### src/fpu_pkg.sv
package fpu_pkg;

	// ==========================================================================
	// Geometry of the datapath, the register bank and the APB port
	// ==========================================================================

	// Default datapath word width, passed down from the top level
	localparam int WID = 64;
	localparam int NREG = 8;
	localparam int REG_AW = 3;

	// APB carries 32-bit data with byte addresses below 0x100
	localparam int APB_AW = 8;
	localparam int APB_DW = 32;

	// Exponent and fraction widths of the three lane formats
	localparam int H_EXP = 5;
	localparam int H_MAN = 10;
	localparam int S_EXP = 8;
	localparam int S_MAN = 23;
	localparam int D_EXP = 11;
	localparam int D_MAN = 52;

	// Precision code, 3 is reserved and refused by the register block
	typedef enum logic [1:0] {
		PRC_H = 2'd0,
		PRC_S = 2'd1,
		PRC_D = 2'd2,
		PRC_RSV = 2'd3
	} prc_e;

	// Lane operations, SGNJ takes the magnitude of a and the sign of b
	typedef enum logic [2:0] {
		FMIN = 3'd0,
		FMAX = 3'd1,
		FNEG = 3'd2,
		FABS = 3'd3,
		FSGNJ = 3'd4,
		FSGNJN = 3'd5,
		FLT = 3'd6,
		FEQ = 3'd7
	} fop_e;

	// One 64-bit word seen as four halves, two singles or one double
	typedef union packed {
		logic [3:0][15:0] h;
		logic [1:0][31:0] s;
		logic [63:0] d;
	} lane_word_u;

	// Low bit of each field in the command word
	localparam int CMD_OP = 0;
	localparam int CMD_PRC = 3;
	localparam int CMD_Z = 5;
	localparam int CMD_MASK = 6;
	localparam int CMD_SRCA = 14;
	localparam int CMD_SRCB = 17;
	localparam int CMD_SRCT = 20;
	localparam int CMD_DST = 23;

	// Everything below the command register is the vector register window
	localparam logic [APB_AW-1:0] ADDR_CMD = 8'h40;
	localparam logic [APB_AW-1:0] ADDR_STATUS = 8'h44;

endpackage
### src/fpu_top.sv
`timescale 1ns/100ps

module fpu_top import fpu_pkg::*; #(
	parameter int WID = fpu_pkg::WID
) (
	input  logic clk,
	input  logic reset,
	input  logic psel,
	input  logic penable,
	input  logic pwrite,
	input  logic [APB_AW-1:0] paddr,
	input  logic [APB_DW-1:0] pwdata,
	input  logic [APB_DW/8-1:0] pstrb,
	output logic [APB_DW-1:0] prdata,
	output logic pready,
	output logic pslverr
);

	// Host side of the bank
	logic h_req;
	logic h_we;
	logic [REG_AW-1:0] h_addr;
	logic [WID-1:0] h_wdata;
	logic [WID/8-1:0] h_be;
	logic h_gnt;
	logic [WID-1:0] h_rdata;
	// Sequencer side of the bank
	logic s_req;
	logic s_we;
	logic [REG_AW-1:0] s_addr;
	logic [WID-1:0] s_wdata;
	logic [WID/8-1:0] s_be;
	logic s_gnt;
	logic [WID-1:0] s_rdata;
	// Command hand-off and meta unit hookup
	logic start;
	logic [APB_DW-1:0] cmd;
	logic busy;
	logic launch;
	fop_e op;
	prc_e prc;
	logic z;
	logic [WID/8-1:0] mask;
	logic [WID-1:0] a;
	logic [WID-1:0] b;
	logic [WID-1:0] t;
	logic [WID-1:0] o;
	logic done;
	logic invalid;

	apb_regs #(.WID(WID)) i_regs (
		.clk(clk),
		.reset(reset),
		.psel(psel),
		.penable(penable),
		.pwrite(pwrite),
		.paddr(paddr),
		.pwdata(pwdata),
		.pstrb(pstrb),
		.prdata(prdata),
		.pready(pready),
		.pslverr(pslverr),
		.h_req(h_req),
		.h_we(h_we),
		.h_addr(h_addr),
		.h_wdata(h_wdata),
		.h_be(h_be),
		.h_gnt(h_gnt),
		.h_rdata(h_rdata),
		.start(start),
		.cmd(cmd),
		.busy(busy),
		.invalid(invalid)
	);

	fpu_sequencer #(.WID(WID)) i_seq (
		.clk(clk),
		.reset(reset),
		.start(start),
		.cmd(cmd),
		.busy(busy),
		.s_req(s_req),
		.s_we(s_we),
		.s_addr(s_addr),
		.s_wdata(s_wdata),
		.s_be(s_be),
		.s_gnt(s_gnt),
		.s_rdata(s_rdata),
		.launch(launch),
		.op(op),
		.prc(prc),
		.z(z),
		.mask(mask),
		.a(a),
		.b(b),
		.t(t),
		.o(o),
		.done(done)
	);

	vreg_bank #(.WID(WID), .NREG(NREG)) i_bank (
		.clk(clk),
		.reset(reset),
		.h_req(h_req),
		.h_we(h_we),
		.h_addr(h_addr),
		.h_wdata(h_wdata),
		.h_be(h_be),
		.h_gnt(h_gnt),
		.h_rdata(h_rdata),
		.s_req(s_req),
		.s_we(s_we),
		.s_addr(s_addr),
		.s_wdata(s_wdata),
		.s_be(s_be),
		.s_gnt(s_gnt),
		.s_rdata(s_rdata)
	);

	fp_meta_unit #(.WID(WID)) i_meta (
		.clk(clk),
		.reset(reset),
		.launch(launch),
		.op(op),
		.prc(prc),
		.z(z),
		.mask(mask),
		.a(a),
		.b(b),
		.t(t),
		.o(o),
		.done(done),
		.invalid(invalid)
	);

endmodule

### src/fpu_sequencer.sv
`timescale 1ns/100ps

module fpu_sequencer import fpu_pkg::*; #(
	parameter int WID = fpu_pkg::WID
) (
	input  logic clk,
	input  logic reset,
	input  logic start,
	input  logic [APB_DW-1:0] cmd,
	output logic busy,
	output logic s_req,
	output logic s_we,
	output logic [REG_AW-1:0] s_addr,
	output logic [WID-1:0] s_wdata,
	output logic [WID/8-1:0] s_be,
	input  logic s_gnt,
	input  logic [WID-1:0] s_rdata,
	output logic launch,
	output fop_e op,
	output prc_e prc,
	output logic z,
	output logic [WID/8-1:0] mask,
	output logic [WID-1:0] a,
	output logic [WID-1:0] b,
	output logic [WID-1:0] t,
	input  logic [WID-1:0] o,
	input  logic done
);

	localparam logic [2:0] ST_IDLE = 3'd0;
	localparam logic [2:0] ST_RD_A = 3'd1;
	localparam logic [2:0] ST_RD_B = 3'd2;
	localparam logic [2:0] ST_RD_T = 3'd3;
	localparam logic [2:0] ST_COMP = 3'd4;
	localparam logic [2:0] ST_WR = 3'd5;

	logic [2:0] state;
	logic [APB_DW-1:0] cmd_q;
	logic [WID-1:0] a_q;
	logic [WID-1:0] b_q;
	// Bank read data belongs to the previous state's operand
	logic rd_vld;
	// Meta unit result is ready and waits for the write grant
	logic res_vld;

	always_ff @(posedge clk) begin
		if (reset) begin
			state <= ST_IDLE;
			rd_vld <= 1'b0;
			res_vld <= 1'b0;
		end else begin
			rd_vld <= s_gnt && !s_we;
			case (state)
				ST_IDLE: if (start) state <= ST_RD_A;
				ST_RD_A: if (s_gnt) state <= ST_RD_B;
				ST_RD_B: if (s_gnt) state <= ST_RD_T;
				ST_RD_T: if (s_gnt) state <= ST_COMP;
				ST_COMP: state <= ST_WR;
				ST_WR: if (s_gnt) state <= ST_IDLE;
				default: state <= ST_IDLE;
			endcase
			if (s_gnt && s_we)
				res_vld <= 1'b0;
			else if (done)
				res_vld <= 1'b1;
		end
	end

	// Operand a arrives in the first read b cycle, b in the first read t cycle
	always_ff @(posedge clk) begin
		if (state == ST_IDLE && start)
			cmd_q <= cmd;
		if (rd_vld && state == ST_RD_B)
			a_q <= s_rdata;
		if (rd_vld && state == ST_RD_T)
			b_q <= s_rdata;
	end

	always_comb begin
		case (state)
			ST_RD_A: s_addr = cmd_q[CMD_SRCA +: REG_AW];
			ST_RD_B: s_addr = cmd_q[CMD_SRCB +: REG_AW];
			ST_RD_T: s_addr = cmd_q[CMD_SRCT +: REG_AW];
			default: s_addr = cmd_q[CMD_DST +: REG_AW];
		endcase
	end

	assign s_req = (state inside {ST_RD_A, ST_RD_B, ST_RD_T}) ||
		(state == ST_WR && (done || res_vld));
	assign s_we = state == ST_WR;
	assign s_wdata = o;
	assign s_be = '1;
	assign busy = state != ST_IDLE;

	// The target word is consumed straight from the bank in the compute cycle
	assign launch = state == ST_COMP;
	assign a = a_q;
	assign b = b_q;
	assign t = s_rdata;
	assign op = fop_e'(cmd_q[CMD_OP +: 3]);
	assign prc = prc_e'(cmd_q[CMD_PRC +: 2]);
	assign z = cmd_q[CMD_Z];
	assign mask = cmd_q[CMD_MASK +: WID/8];

endmodule

### src/apb_regs.sv
`timescale 1ns/100ps

module apb_regs import fpu_pkg::*; #(
	parameter int WID = fpu_pkg::WID
) (
	input  logic clk,
	input  logic reset,
	input  logic psel,
	input  logic penable,
	input  logic pwrite,
	input  logic [APB_AW-1:0] paddr,
	input  logic [APB_DW-1:0] pwdata,
	input  logic [APB_DW/8-1:0] pstrb,
	output logic [APB_DW-1:0] prdata,
	output logic pready,
	output logic pslverr,
	output logic h_req,
	output logic h_we,
	output logic [REG_AW-1:0] h_addr,
	output logic [WID-1:0] h_wdata,
	output logic [WID/8-1:0] h_be,
	input  logic h_gnt,
	input  logic [WID-1:0] h_rdata,
	output logic start,
	output logic [APB_DW-1:0] cmd,
	input  logic busy,
	input  logic invalid
);

	logic access;
	logic in_win;
	logic is_cmd;
	logic is_stat;
	logic bad_addr;
	logic cmd_bad;
	logic cmd_wr;
	// Read was granted, bank data is valid in this cycle
	logic rd_wait;
	logic sticky;

	assign access = psel && penable;
	assign in_win = paddr < ADDR_CMD;
	assign is_cmd = paddr == ADDR_CMD;
	assign is_stat = paddr == ADDR_STATUS;
	assign bad_addr = !(in_win || is_cmd || is_stat);

	// ==========================================================================
	// Register window, 32-bit halves mapped onto 64-bit byte strobes
	// ==========================================================================

	assign h_req = access && in_win && !rd_wait;
	assign h_we = pwrite;
	assign h_addr = paddr[REG_AW+2:3];
	assign h_wdata = {(WID/APB_DW){pwdata}};
	assign h_be = paddr[2] ? {pstrb, {(APB_DW/8){1'b0}}} : {{(APB_DW/8){1'b0}}, pstrb};

	always_ff @(posedge clk) begin
		if (reset)
			rd_wait <= 1'b0;
		else if (rd_wait)
			rd_wait <= 1'b0;
		else if (h_gnt && !pwrite)
			rd_wait <= 1'b1;
	end

	// A command is refused while one runs or when it asks for prc 3
	assign cmd_bad = busy || (prc_e'(pwdata[CMD_PRC +: 2]) == PRC_RSV);
	assign cmd_wr = access && is_cmd && pwrite && !cmd_bad;

	// Window writes finish on the grant, reads one cycle later
	always_comb begin
		pready = 1'b0;
		pslverr = 1'b0;
		if (access) begin
			if (in_win) begin
				pready = pwrite ? h_gnt : rd_wait;
			end else begin
				pready = 1'b1;
				pslverr = bad_addr || (is_cmd && pwrite && cmd_bad);
			end
		end
	end

	always_comb begin
		prdata = '0;
		if (in_win)
			prdata = paddr[2] ? h_rdata[WID-1 -: APB_DW] : h_rdata[APB_DW-1:0];
		else if (is_cmd)
			prdata = cmd;
		else if (is_stat)
			prdata = {{(APB_DW-2){1'b0}}, sticky, busy};
	end

	// Start fires the cycle after the CMD write, together with the new word
	always_ff @(posedge clk) begin
		if (reset) begin
			start <= 1'b0;
			cmd <= '0;
			sticky <= 1'b0;
		end else begin
			start <= cmd_wr;
			if (cmd_wr)
				cmd <= pwdata;
			// A new exception beats a clear in the same cycle
			if (invalid)
				sticky <= 1'b1;
			else if (access && is_stat && pwrite && pwdata[1])
				sticky <= 1'b0;
		end
	end

	assert property (@(posedge clk) disable iff (reset) pready |-> psel && penable)
		else $error("apb_regs: pready outside an access phase");

endmodule

### src/vreg_bank.sv
`timescale 1ns/100ps

module vreg_bank import fpu_pkg::*; #(
	parameter int WID = fpu_pkg::WID,
	parameter int NREG = fpu_pkg::NREG
) (
	input  logic clk,
	input  logic reset,
	input  logic h_req,
	input  logic h_we,
	input  logic [REG_AW-1:0] h_addr,
	input  logic [WID-1:0] h_wdata,
	input  logic [WID/8-1:0] h_be,
	output logic h_gnt,
	output logic [WID-1:0] h_rdata,
	input  logic s_req,
	input  logic s_we,
	input  logic [REG_AW-1:0] s_addr,
	input  logic [WID-1:0] s_wdata,
	input  logic [WID/8-1:0] s_be,
	output logic s_gnt,
	output logic [WID-1:0] s_rdata
);

	logic [WID-1:0] mem [NREG];
	// Set when the sequencer wins the next collision
	logic prio;
	logic wr_en;
	logic rd_en;
	logic [REG_AW-1:0] addr;
	logic [WID-1:0] wdata;
	logic [WID/8-1:0] be;
	logic [WID-1:0] rd_q;

	// ==========================================================================
	// Round-robin arbitration for the single port
	// ==========================================================================

	assign h_gnt = h_req && (!s_req || !prio);
	assign s_gnt = s_req && (!h_req || prio);

	// Priority flips on every collision so neither side can starve
	always_ff @(posedge clk) begin
		if (reset)
			prio <= 1'b0;
		else if (h_req && s_req)
			prio <= !prio;
	end

	// The granted side steers the port
	assign addr = s_gnt ? s_addr : h_addr;
	assign wdata = s_gnt ? s_wdata : h_wdata;
	assign be = s_gnt ? s_be : h_be;
	assign wr_en = (h_gnt && h_we) || (s_gnt && s_we);
	assign rd_en = (h_gnt && !h_we) || (s_gnt && !s_we);

	// ==========================================================================
	// Byte-writable storage, all registers read as zero after reset
	// ==========================================================================

	always_ff @(posedge clk) begin
		if (reset) begin
			for (int r = 0; r < NREG; r++)
				mem[r] <= '0;
		end else if (wr_en) begin
			for (int k = 0; k < WID/8; k++) begin
				if (be[k])
					mem[addr][k*8 +: 8] <= wdata[k*8 +: 8];
			end
		end
	end

	// Read data shows up the cycle after the grant, each side knows its own turn
	always_ff @(posedge clk) begin
		if (rd_en)
			rd_q <= mem[addr];
	end

	assign h_rdata = rd_q;
	assign s_rdata = rd_q;

	assert property (@(posedge clk) disable iff (reset) !(h_gnt && s_gnt))
		else $error("vreg_bank: both grants high");

endmodule

### src/fp_meta_unit.sv
`timescale 1ns/100ps

module fp_meta_unit import fpu_pkg::*; #(
	parameter int WID = fpu_pkg::WID
) (
	input  logic clk,
	input  logic reset,
	input  logic launch,
	input  fop_e op,
	input  prc_e prc,
	input  logic z,
	input  logic [WID/8-1:0] mask,
	input  logic [WID-1:0] a,
	input  logic [WID-1:0] b,
	input  logic [WID-1:0] t,
	output logic [WID-1:0] o,
	output logic done,
	output logic invalid
);

	lane_word_u ua;
	lane_word_u ub;
	lane_word_u res_h;
	lane_word_u res_s;
	lane_word_u res_d;
	lane_word_u sel;
	logic [WID/16-1:0] inv_h;
	logic [WID/32-1:0] inv_s;
	logic [WID/64-1:0] inv_d;
	logic inv_sel;
	logic [WID-1:0] merged;

	assign ua = a;
	assign ub = b;

	// ==========================================================================
	// Lane arrays, one per precision, all fed from the same operand words
	// ==========================================================================

	for (genvar g = 0; g < WID/16; g++) begin : g_half
		fp_lane_ops #(.EXP_W(H_EXP), .MAN_W(H_MAN)) i_lane (
			.op(op),
			.a(ua.h[g]),
			.b(ub.h[g]),
			.o(res_h.h[g]),
			.invalid(inv_h[g])
		);
	end

	for (genvar g = 0; g < WID/32; g++) begin : g_single
		fp_lane_ops #(.EXP_W(S_EXP), .MAN_W(S_MAN)) i_lane (
			.op(op),
			.a(ua.s[g]),
			.b(ub.s[g]),
			.o(res_s.s[g]),
			.invalid(inv_s[g])
		);
	end

	for (genvar g = 0; g < WID/64; g++) begin : g_double
		fp_lane_ops #(.EXP_W(D_EXP), .MAN_W(D_MAN)) i_lane (
			.op(op),
			.a(ua.d),
			.b(ub.d),
			.o(res_d.d),
			.invalid(inv_d[g])
		);
	end

	// Only the lanes of the chosen precision contribute to the flag
	always_comb begin
		case (prc)
			PRC_H: begin
				sel = res_h;
				inv_sel = |inv_h;
			end
			PRC_S: begin
				sel = res_s;
				inv_sel = |inv_s;
			end
			PRC_D: begin
				sel = res_d;
				inv_sel = |inv_d;
			end
			default: begin
				sel = '0;
				inv_sel = 1'b0;
			end
		endcase
	end

	// A set mask bit keeps the target byte, or clears it when z is set
	always_comb begin
		for (int m = 0; m < WID/8; m++) begin
			if (mask[m])
				merged[m*8 +: 8] = z ? 8'h00 : t[m*8 +: 8];
			else
				merged[m*8 +: 8] = sel.d[m*8 +: 8];
		end
	end

	always_ff @(posedge clk) begin
		if (reset) begin
			done <= 1'b0;
			invalid <= 1'b0;
		end else begin
			done <= launch;
			invalid <= launch && inv_sel;
		end
	end

	// Result holds until the next launch so the write can wait for the bank
	always_ff @(posedge clk) begin
		if (launch)
			o <= merged;
	end

	// The register block refuses prc 3, so it must never reach the lanes
	assert property (@(posedge clk) disable iff (reset) launch |-> prc != PRC_RSV)
		else $error("fp_meta_unit: launch with reserved precision");

endmodule

### src/fp_lane_ops.sv
`timescale 1ns/100ps

module fp_lane_ops import fpu_pkg::*; #(
	parameter int EXP_W = 11,
	parameter int MAN_W = 52
) (
	input  fop_e op,
	input  logic [EXP_W+MAN_W:0] a,
	input  logic [EXP_W+MAN_W:0] b,
	output logic [EXP_W+MAN_W:0] o,
	output logic invalid
);

	localparam int LW = EXP_W + MAN_W + 1;

	logic sa;
	logic sb;
	logic a_nan;
	logic b_nan;
	logic a_snan;
	logic b_snan;
	logic a_zero;
	logic b_zero;
	logic any_nan;
	logic lt;
	logic [LW-1:0] qnan;

	assign sa = a[LW-1];
	assign sb = b[LW-1];

	// A NaN has an all-ones exponent and a nonzero fraction
	assign a_nan = (&a[LW-2:MAN_W]) && (|a[MAN_W-1:0]);
	assign b_nan = (&b[LW-2:MAN_W]) && (|b[MAN_W-1:0]);
	// The quiet bit is the top fraction bit, clear means signaling
	assign a_snan = a_nan && !a[MAN_W-1];
	assign b_snan = b_nan && !b[MAN_W-1];
	assign a_zero = ~|a[LW-2:0];
	assign b_zero = ~|b[LW-2:0];
	assign any_nan = a_nan || b_nan;

	// Canonical quiet NaN is positive with only the quiet bit set
	assign qnan = {1'b0, {EXP_W{1'b1}}, 1'b1, {(MAN_W-1){1'b0}}};

	// Sign-magnitude order where minus zero sits below plus zero
	// NaN operands are filtered out before this result is used
	always_comb begin
		if (sa != sb)
			lt = sa;
		else if (sa)
			lt = b[LW-2:0] < a[LW-2:0];
		else
			lt = a[LW-2:0] < b[LW-2:0];
	end

	always_comb begin
		o = a;
		invalid = 1'b0;
		case (op)
			FMIN, FMAX: begin
				// A single NaN loses to the number, two NaNs give the canonical one
				if (a_nan && b_nan)
					o = qnan;
				else if (a_nan)
					o = b;
				else if (b_nan)
					o = a;
				else if ((op == FMIN) == lt)
					o = a;
				else
					o = b;
				invalid = a_snan || b_snan;
			end
			FNEG: o = {~sa, a[LW-2:0]};
			FABS: o = {1'b0, a[LW-2:0]};
			FSGNJ: o = {sb, a[LW-2:0]};
			FSGNJN: o = {~sb, a[LW-2:0]};
			FLT: begin
				// Both zeros compare equal, so neither is less than the other
				o = {LW{lt && !any_nan && !(a_zero && b_zero)}};
				invalid = any_nan;
			end
			FEQ: begin
				o = {LW{!any_nan && ((a == b) || (a_zero && b_zero))}};
				invalid = a_snan || b_snan;
			end
		endcase
		// Sign operations only move bits and never raise an exception
		if (op inside {FNEG, FABS, FSGNJ, FSGNJN})
			assert (!invalid)
				else $error("fp_lane_ops: invalid raised by a sign operation");
	end

endmodule

### config.mk
export PLATFORM = sky130hd
export DESIGN_NAME = fpu_top
export DESIGN_NICKNAME = d
export VERILOG_FILES = /design/src/fpu_pkg.sv /design/src/fpu_top.sv /design/src/fpu_sequencer.sv /design/src/apb_regs.sv /design/src/vreg_bank.sv /design/src/fp_meta_unit.sv /design/src/fp_lane_ops.sv
export SDC_FILE = /design/constraint.sdc
export NUM_CORES = 2
export LEC_CHECK = 0
export ABC_AREA = 1
export BUFFER_PORTS_ARGS = -buffer_cell sky130_fd_sc_hd__buf_2
export CORE_ASPECT_RATIO = 0.9
export CORE_MARGIN = 5
export CORE_UTILIZATION = 35
export CTS_BUF_LIST = sky130_fd_sc_hd__clkbuf_2
export CTS_CLUSTER_SIZE = 14
export DETAILED_ROUTE_END_ITERATION = 16
export PLACE_DENSITY_LB_ADDON = 0.2
export SETUP_SLACK_MARGIN = 0.02
export SLEW_MARGIN = 20
export SYNTH_ARGS = -nofsm -noshare
export SYNTH_HDL_FRONTEND = slang
export SYNTH_SLANG_ARGS = --single-unit
### constraint.sdc
create_clock -name clk -period 8.4 [get_ports clk]
set_input_delay 2.1 -clock clk [delete_from_list [all_inputs] [get_ports clk]]
set_output_delay 2.1 -clock clk [all_outputs]
set_load 0.02 [all_outputs]
==> impl_results.md <==
- Status: complete, no violations
- Total CTS buffers: 210
- Nets: 5198
- Final ANT Viol Nets: 0
- Post-Syn Instances: 4958
- Number of global-route vias before repair: roughly 35000
- Pins over their slew limit: 0
- Width of the die: around 380 um
- Hold Crit Depth: 2
- Fin area: roughly 47000 um^2
- Post-place instance area: between 40000 and 50000 um^2
- DR WL/cell: 22.81 um
- Worst-Skew Late Latency: approximately 1.7 ns
- FMAX: roughly 140 MHz
- Max VDD drop: between 0.2 and 0.25 mV
- Layout cells sized above 1: 0.1053
- Final Hold Vio Count: 0
- R2r startpoint: i_seq.a[15]$_DFFE_PP_
- CP Launch Type: primary input
- Syn avg cell area: around 8.8 um^2
- Largest family of logic cells by synthesized area: simple AND/OR/NAND/NOR gates
- CP Max Fanout: 38
- Vias: roughly 38000
- CTS Buffer Depth: 3
- Initial Utilization: 0.3530
- Die height: 344.6 um
- Register area share after synthesis: 0.5673
- CTS root buf: clkbuf_2
- DR iter-0 viols: 4490
- Xor/xnor cell area share of the yosys netlist: 0.0002011
- Post-synth EDFFs: around 800
- Hold Path End: i_regs.sticky$_SDFFE_PP0P_
- Worst R2R End: i_meta.o[26]$_DFFE_PP_
- Synth unique cells: between 50 and 60
- GRT Total Usage: 0.2311
- Final setup fails: 0
- Simple-gate portion of the synthesized area: 0.2560
- Vias/cell: between 5 and 6
- Commonest non-fill, non-tap cells in the layout: nand2_1, edfxtp_1, nor2_1
- RSZ-0062 raised after global routing: false
- P per Cell Area: 257.4 nW/um^2
- I/O pin cnt: 83
- Post-CTS sizing: 0
- Placer Congestion: 0.9548
- Ys Warns: 0
- Largest net degree at the start of global routing: ~180
- Placement Setup Slack: about 1.5 ns
- Clock sink count: between 800 and 900
- Rows: roughly 120
- Mux contribution to synthesized area: 0
- Max-cap violations: 0
- Leak pwr: between 20 and 25 nW
- FFs w/ async S/R, synth: 0
- WHS: approximately 0.45 ns
- WL final: 156300 um
- Slew HR: 0.2177
- Setup TNS: 0 ns
- Number of port buffers: 82
- Worst Path Required: approximately 6.3 ns
- Final Skew: just under 0.09 ns
- FF+latch count, synth: around 840
- Post-synthesis compound-gate area fraction: 0.1005
- Hold Path Origin: i_meta.invalid$_SDFF_PP0_
- Crit path arrival time: around 5 ns
- Syn nets: a little over 5000
- Fin crit share: 0.8297
- Cell Area, Synth: between 40000 and 50000 um^2
- Crit path kind: in -> out
- Htree depth: 4
- Gr ovfl total: 0
- DRC viols: 0
- CP Buf/Inv Count: 5
- Final WS setup: roughly 1.4 ns
- Fin crit period: between 6 and 7 ns
- DR pass1 iterations: 6
- Core area: between 100000 and 150000 um^2
- Synth Flop Type: edfxtp_1
- Post-DP HPWL: roughly 110000 um
- Clock transition at the registers of the reported paths: roughly 0.09 ns
- CTS tree: built
- Antenna violations before repair: 10
- First-pass GRT wire length: around 230000 um
- Setup Fix Bufs, Post-CTS: 0
- Adder-cell share of the synthesized area: 0.01919
- Hold buffer count at CTS: 0
- Crit-path cells: buf_2, buf_4, clkinv_1, nor4_1, inv_1, o221ai_1, buf_2
- Most Frequent Cell on Critical Path: buf_2
- Slowest-stage cell, CP: clkinv_1
- FF-to-FF setup slack: about 3.2 ns
- CP delay by family, top: buffers and inverters
- Die area: about 130000 um^2
- Tightest Pin Transition: approximately 1.2 ns
- Most common cell after layout, fill and taps aside: nand2_1
- CP peak stage delay: between 0.9 and 1 ns
- Area growth from synthesis to layout: 9.063%
- CP Capture Type: primary output
- FF-to-FF path depth: 21
- Hold WC Path Type: reg -> reg
worst max-delay path by stage:
stage                     depth (start not counted)     start        end  slack [ns]
final                                             7  paddr[2]  prdata[0]        1.43
after detailed placement                          7  paddr[2]  prdata[0]        1.54
after CTS                                         7  paddr[2]  prdata[0]        1.53
after floorplan                                   5  paddr[2]  prdata[0]        2.86
after global placement                            7  paddr[2]  prdata[0]        1.64
after global routing                              7  paddr[2]  prdata[0]        1.39
cells in the mapped netlist (3+ instances only):
master | number | area (um^2)
dfxtp_1 | 43 | 860.8
nor4_2 | 4 | 50.05
nor4_1 | 17 | 106.4
ha_1 | 66 | 825.8
nor2_1 | 767 | 2879
nor2_2 | 10 | 62.56
a21oi_1 | 235 | 1176
a31oi_1 | 3 | 18.77
o21ai_0 | 185 | 925.9
a21o_1 | 4 | 30.03
o211ai_1 | 32 | 240.2
clkinv_1 | 41 | 153.9
buf_6 | 3 | 33.78
or2_2 | 3 | 18.77
clkbuf_1 | 129 | 484.2
nand4_1 | 73 | 456.7
buf_1 | 22 | 82.58
nand2_1 | 1380 | 5180
edfxtp_1 | 794 | 23840
a22oi_1 | 203 | 1524
buf_2 | 59 | 295.3
o21ai_1 | 5 | 25.02
nor3_1 | 18 | 90.09
inv_2 | 21 | 78.83
a21boi_0 | 7 | 52.55
nand3_1 | 409 | 2047
or3_1 | 3 | 18.77
o22ai_1 | 9 | 56.30
nand3_2 | 5 | 50.05
buf_4 | 8 | 60.06
a221oi_1 | 24 | 210.2
nand2_2 | 11 | 68.82
inv_1 | 341 | 1280
worst register-to-register path: cells and delay by family (launching register included):
family / cells / cell delay [ns]
buffers and inverters: 2 / 0.88
flip-flops: 1 / 0.56
AND/OR/NAND/NOR: 18 / 2.93
adder cells (fa/ha/maj): 1 / 0.54
area by class of cell:
cell class                      instances  area [um^2]
Clock inverter                         47        317.8
Inverter                              403         1515
Sequential cell                       837        24700
Multi-Input combinational cell       3497        16470
Fill cell                           12680        75850
Timing Repair Buffer                  134        863.3
Antenna cell                            9        22.52
Clock buffer                          316         1582
Tap cell                             1612         2017
metrics by stage:
step / instances / util / total power [mW]
detailed placement: 6481 / 0.3691 / 9.399
finish: 6855 / 0.3850 / 12.22
CTS: 6844 / 0.3845 / 12.26
floorplan: 4958 / - / 7.551
global route: 6851 / 0.3850 / 12.76
global placement: 6481 / 0.3691 / 9.414
power by group:
group,switching [mW],internal [mW]
Combinational,2.92,0.700
Sequential,0.509,5.22
Clock,1.75,1.12
metal layers:
metal  GRT usage  up-vias  wire [um]
li1            -    17320          -
met2      0.3327     1899      65180
met3     0.05464      201      16330
met5           0        -          0
met4     0.05678        0       2620
met1      0.3498    18370      72200
kinds of logic (layout without fill, tap and decap cells):
logic type               count (synthesis)  in the layout
adder cells (fa/ha/maj)                 67             67
AND/OR/NAND/NOR                       2711           2711
other                                    0              9
flip-flops                             837            837
XOR/XNOR                                 1              1
buffers and inverters                  624            900
AO/OA/AOI/OAI                          718            718
flip-flops by register name, summed over array words and instances (netlist names):
signal / flops
i_bank.mem: 512
i_bank.h_rdata: 64
i_meta.o: 64
i_seq.a: 64
i_seq.b: 64
i_regs.cmd: 32
i_seq.cmd_q: 26
i_seq.state: 3
i_bank.prio: 1
i_meta.done: 1
i_meta.invalid: 1
i_regs.rd_wait: 1
i_regs.start: 1
i_regs.sticky: 1
i_seq.rd_vld: 1
i_seq.res_vld: 1
(Power assumes the default switching activity.)
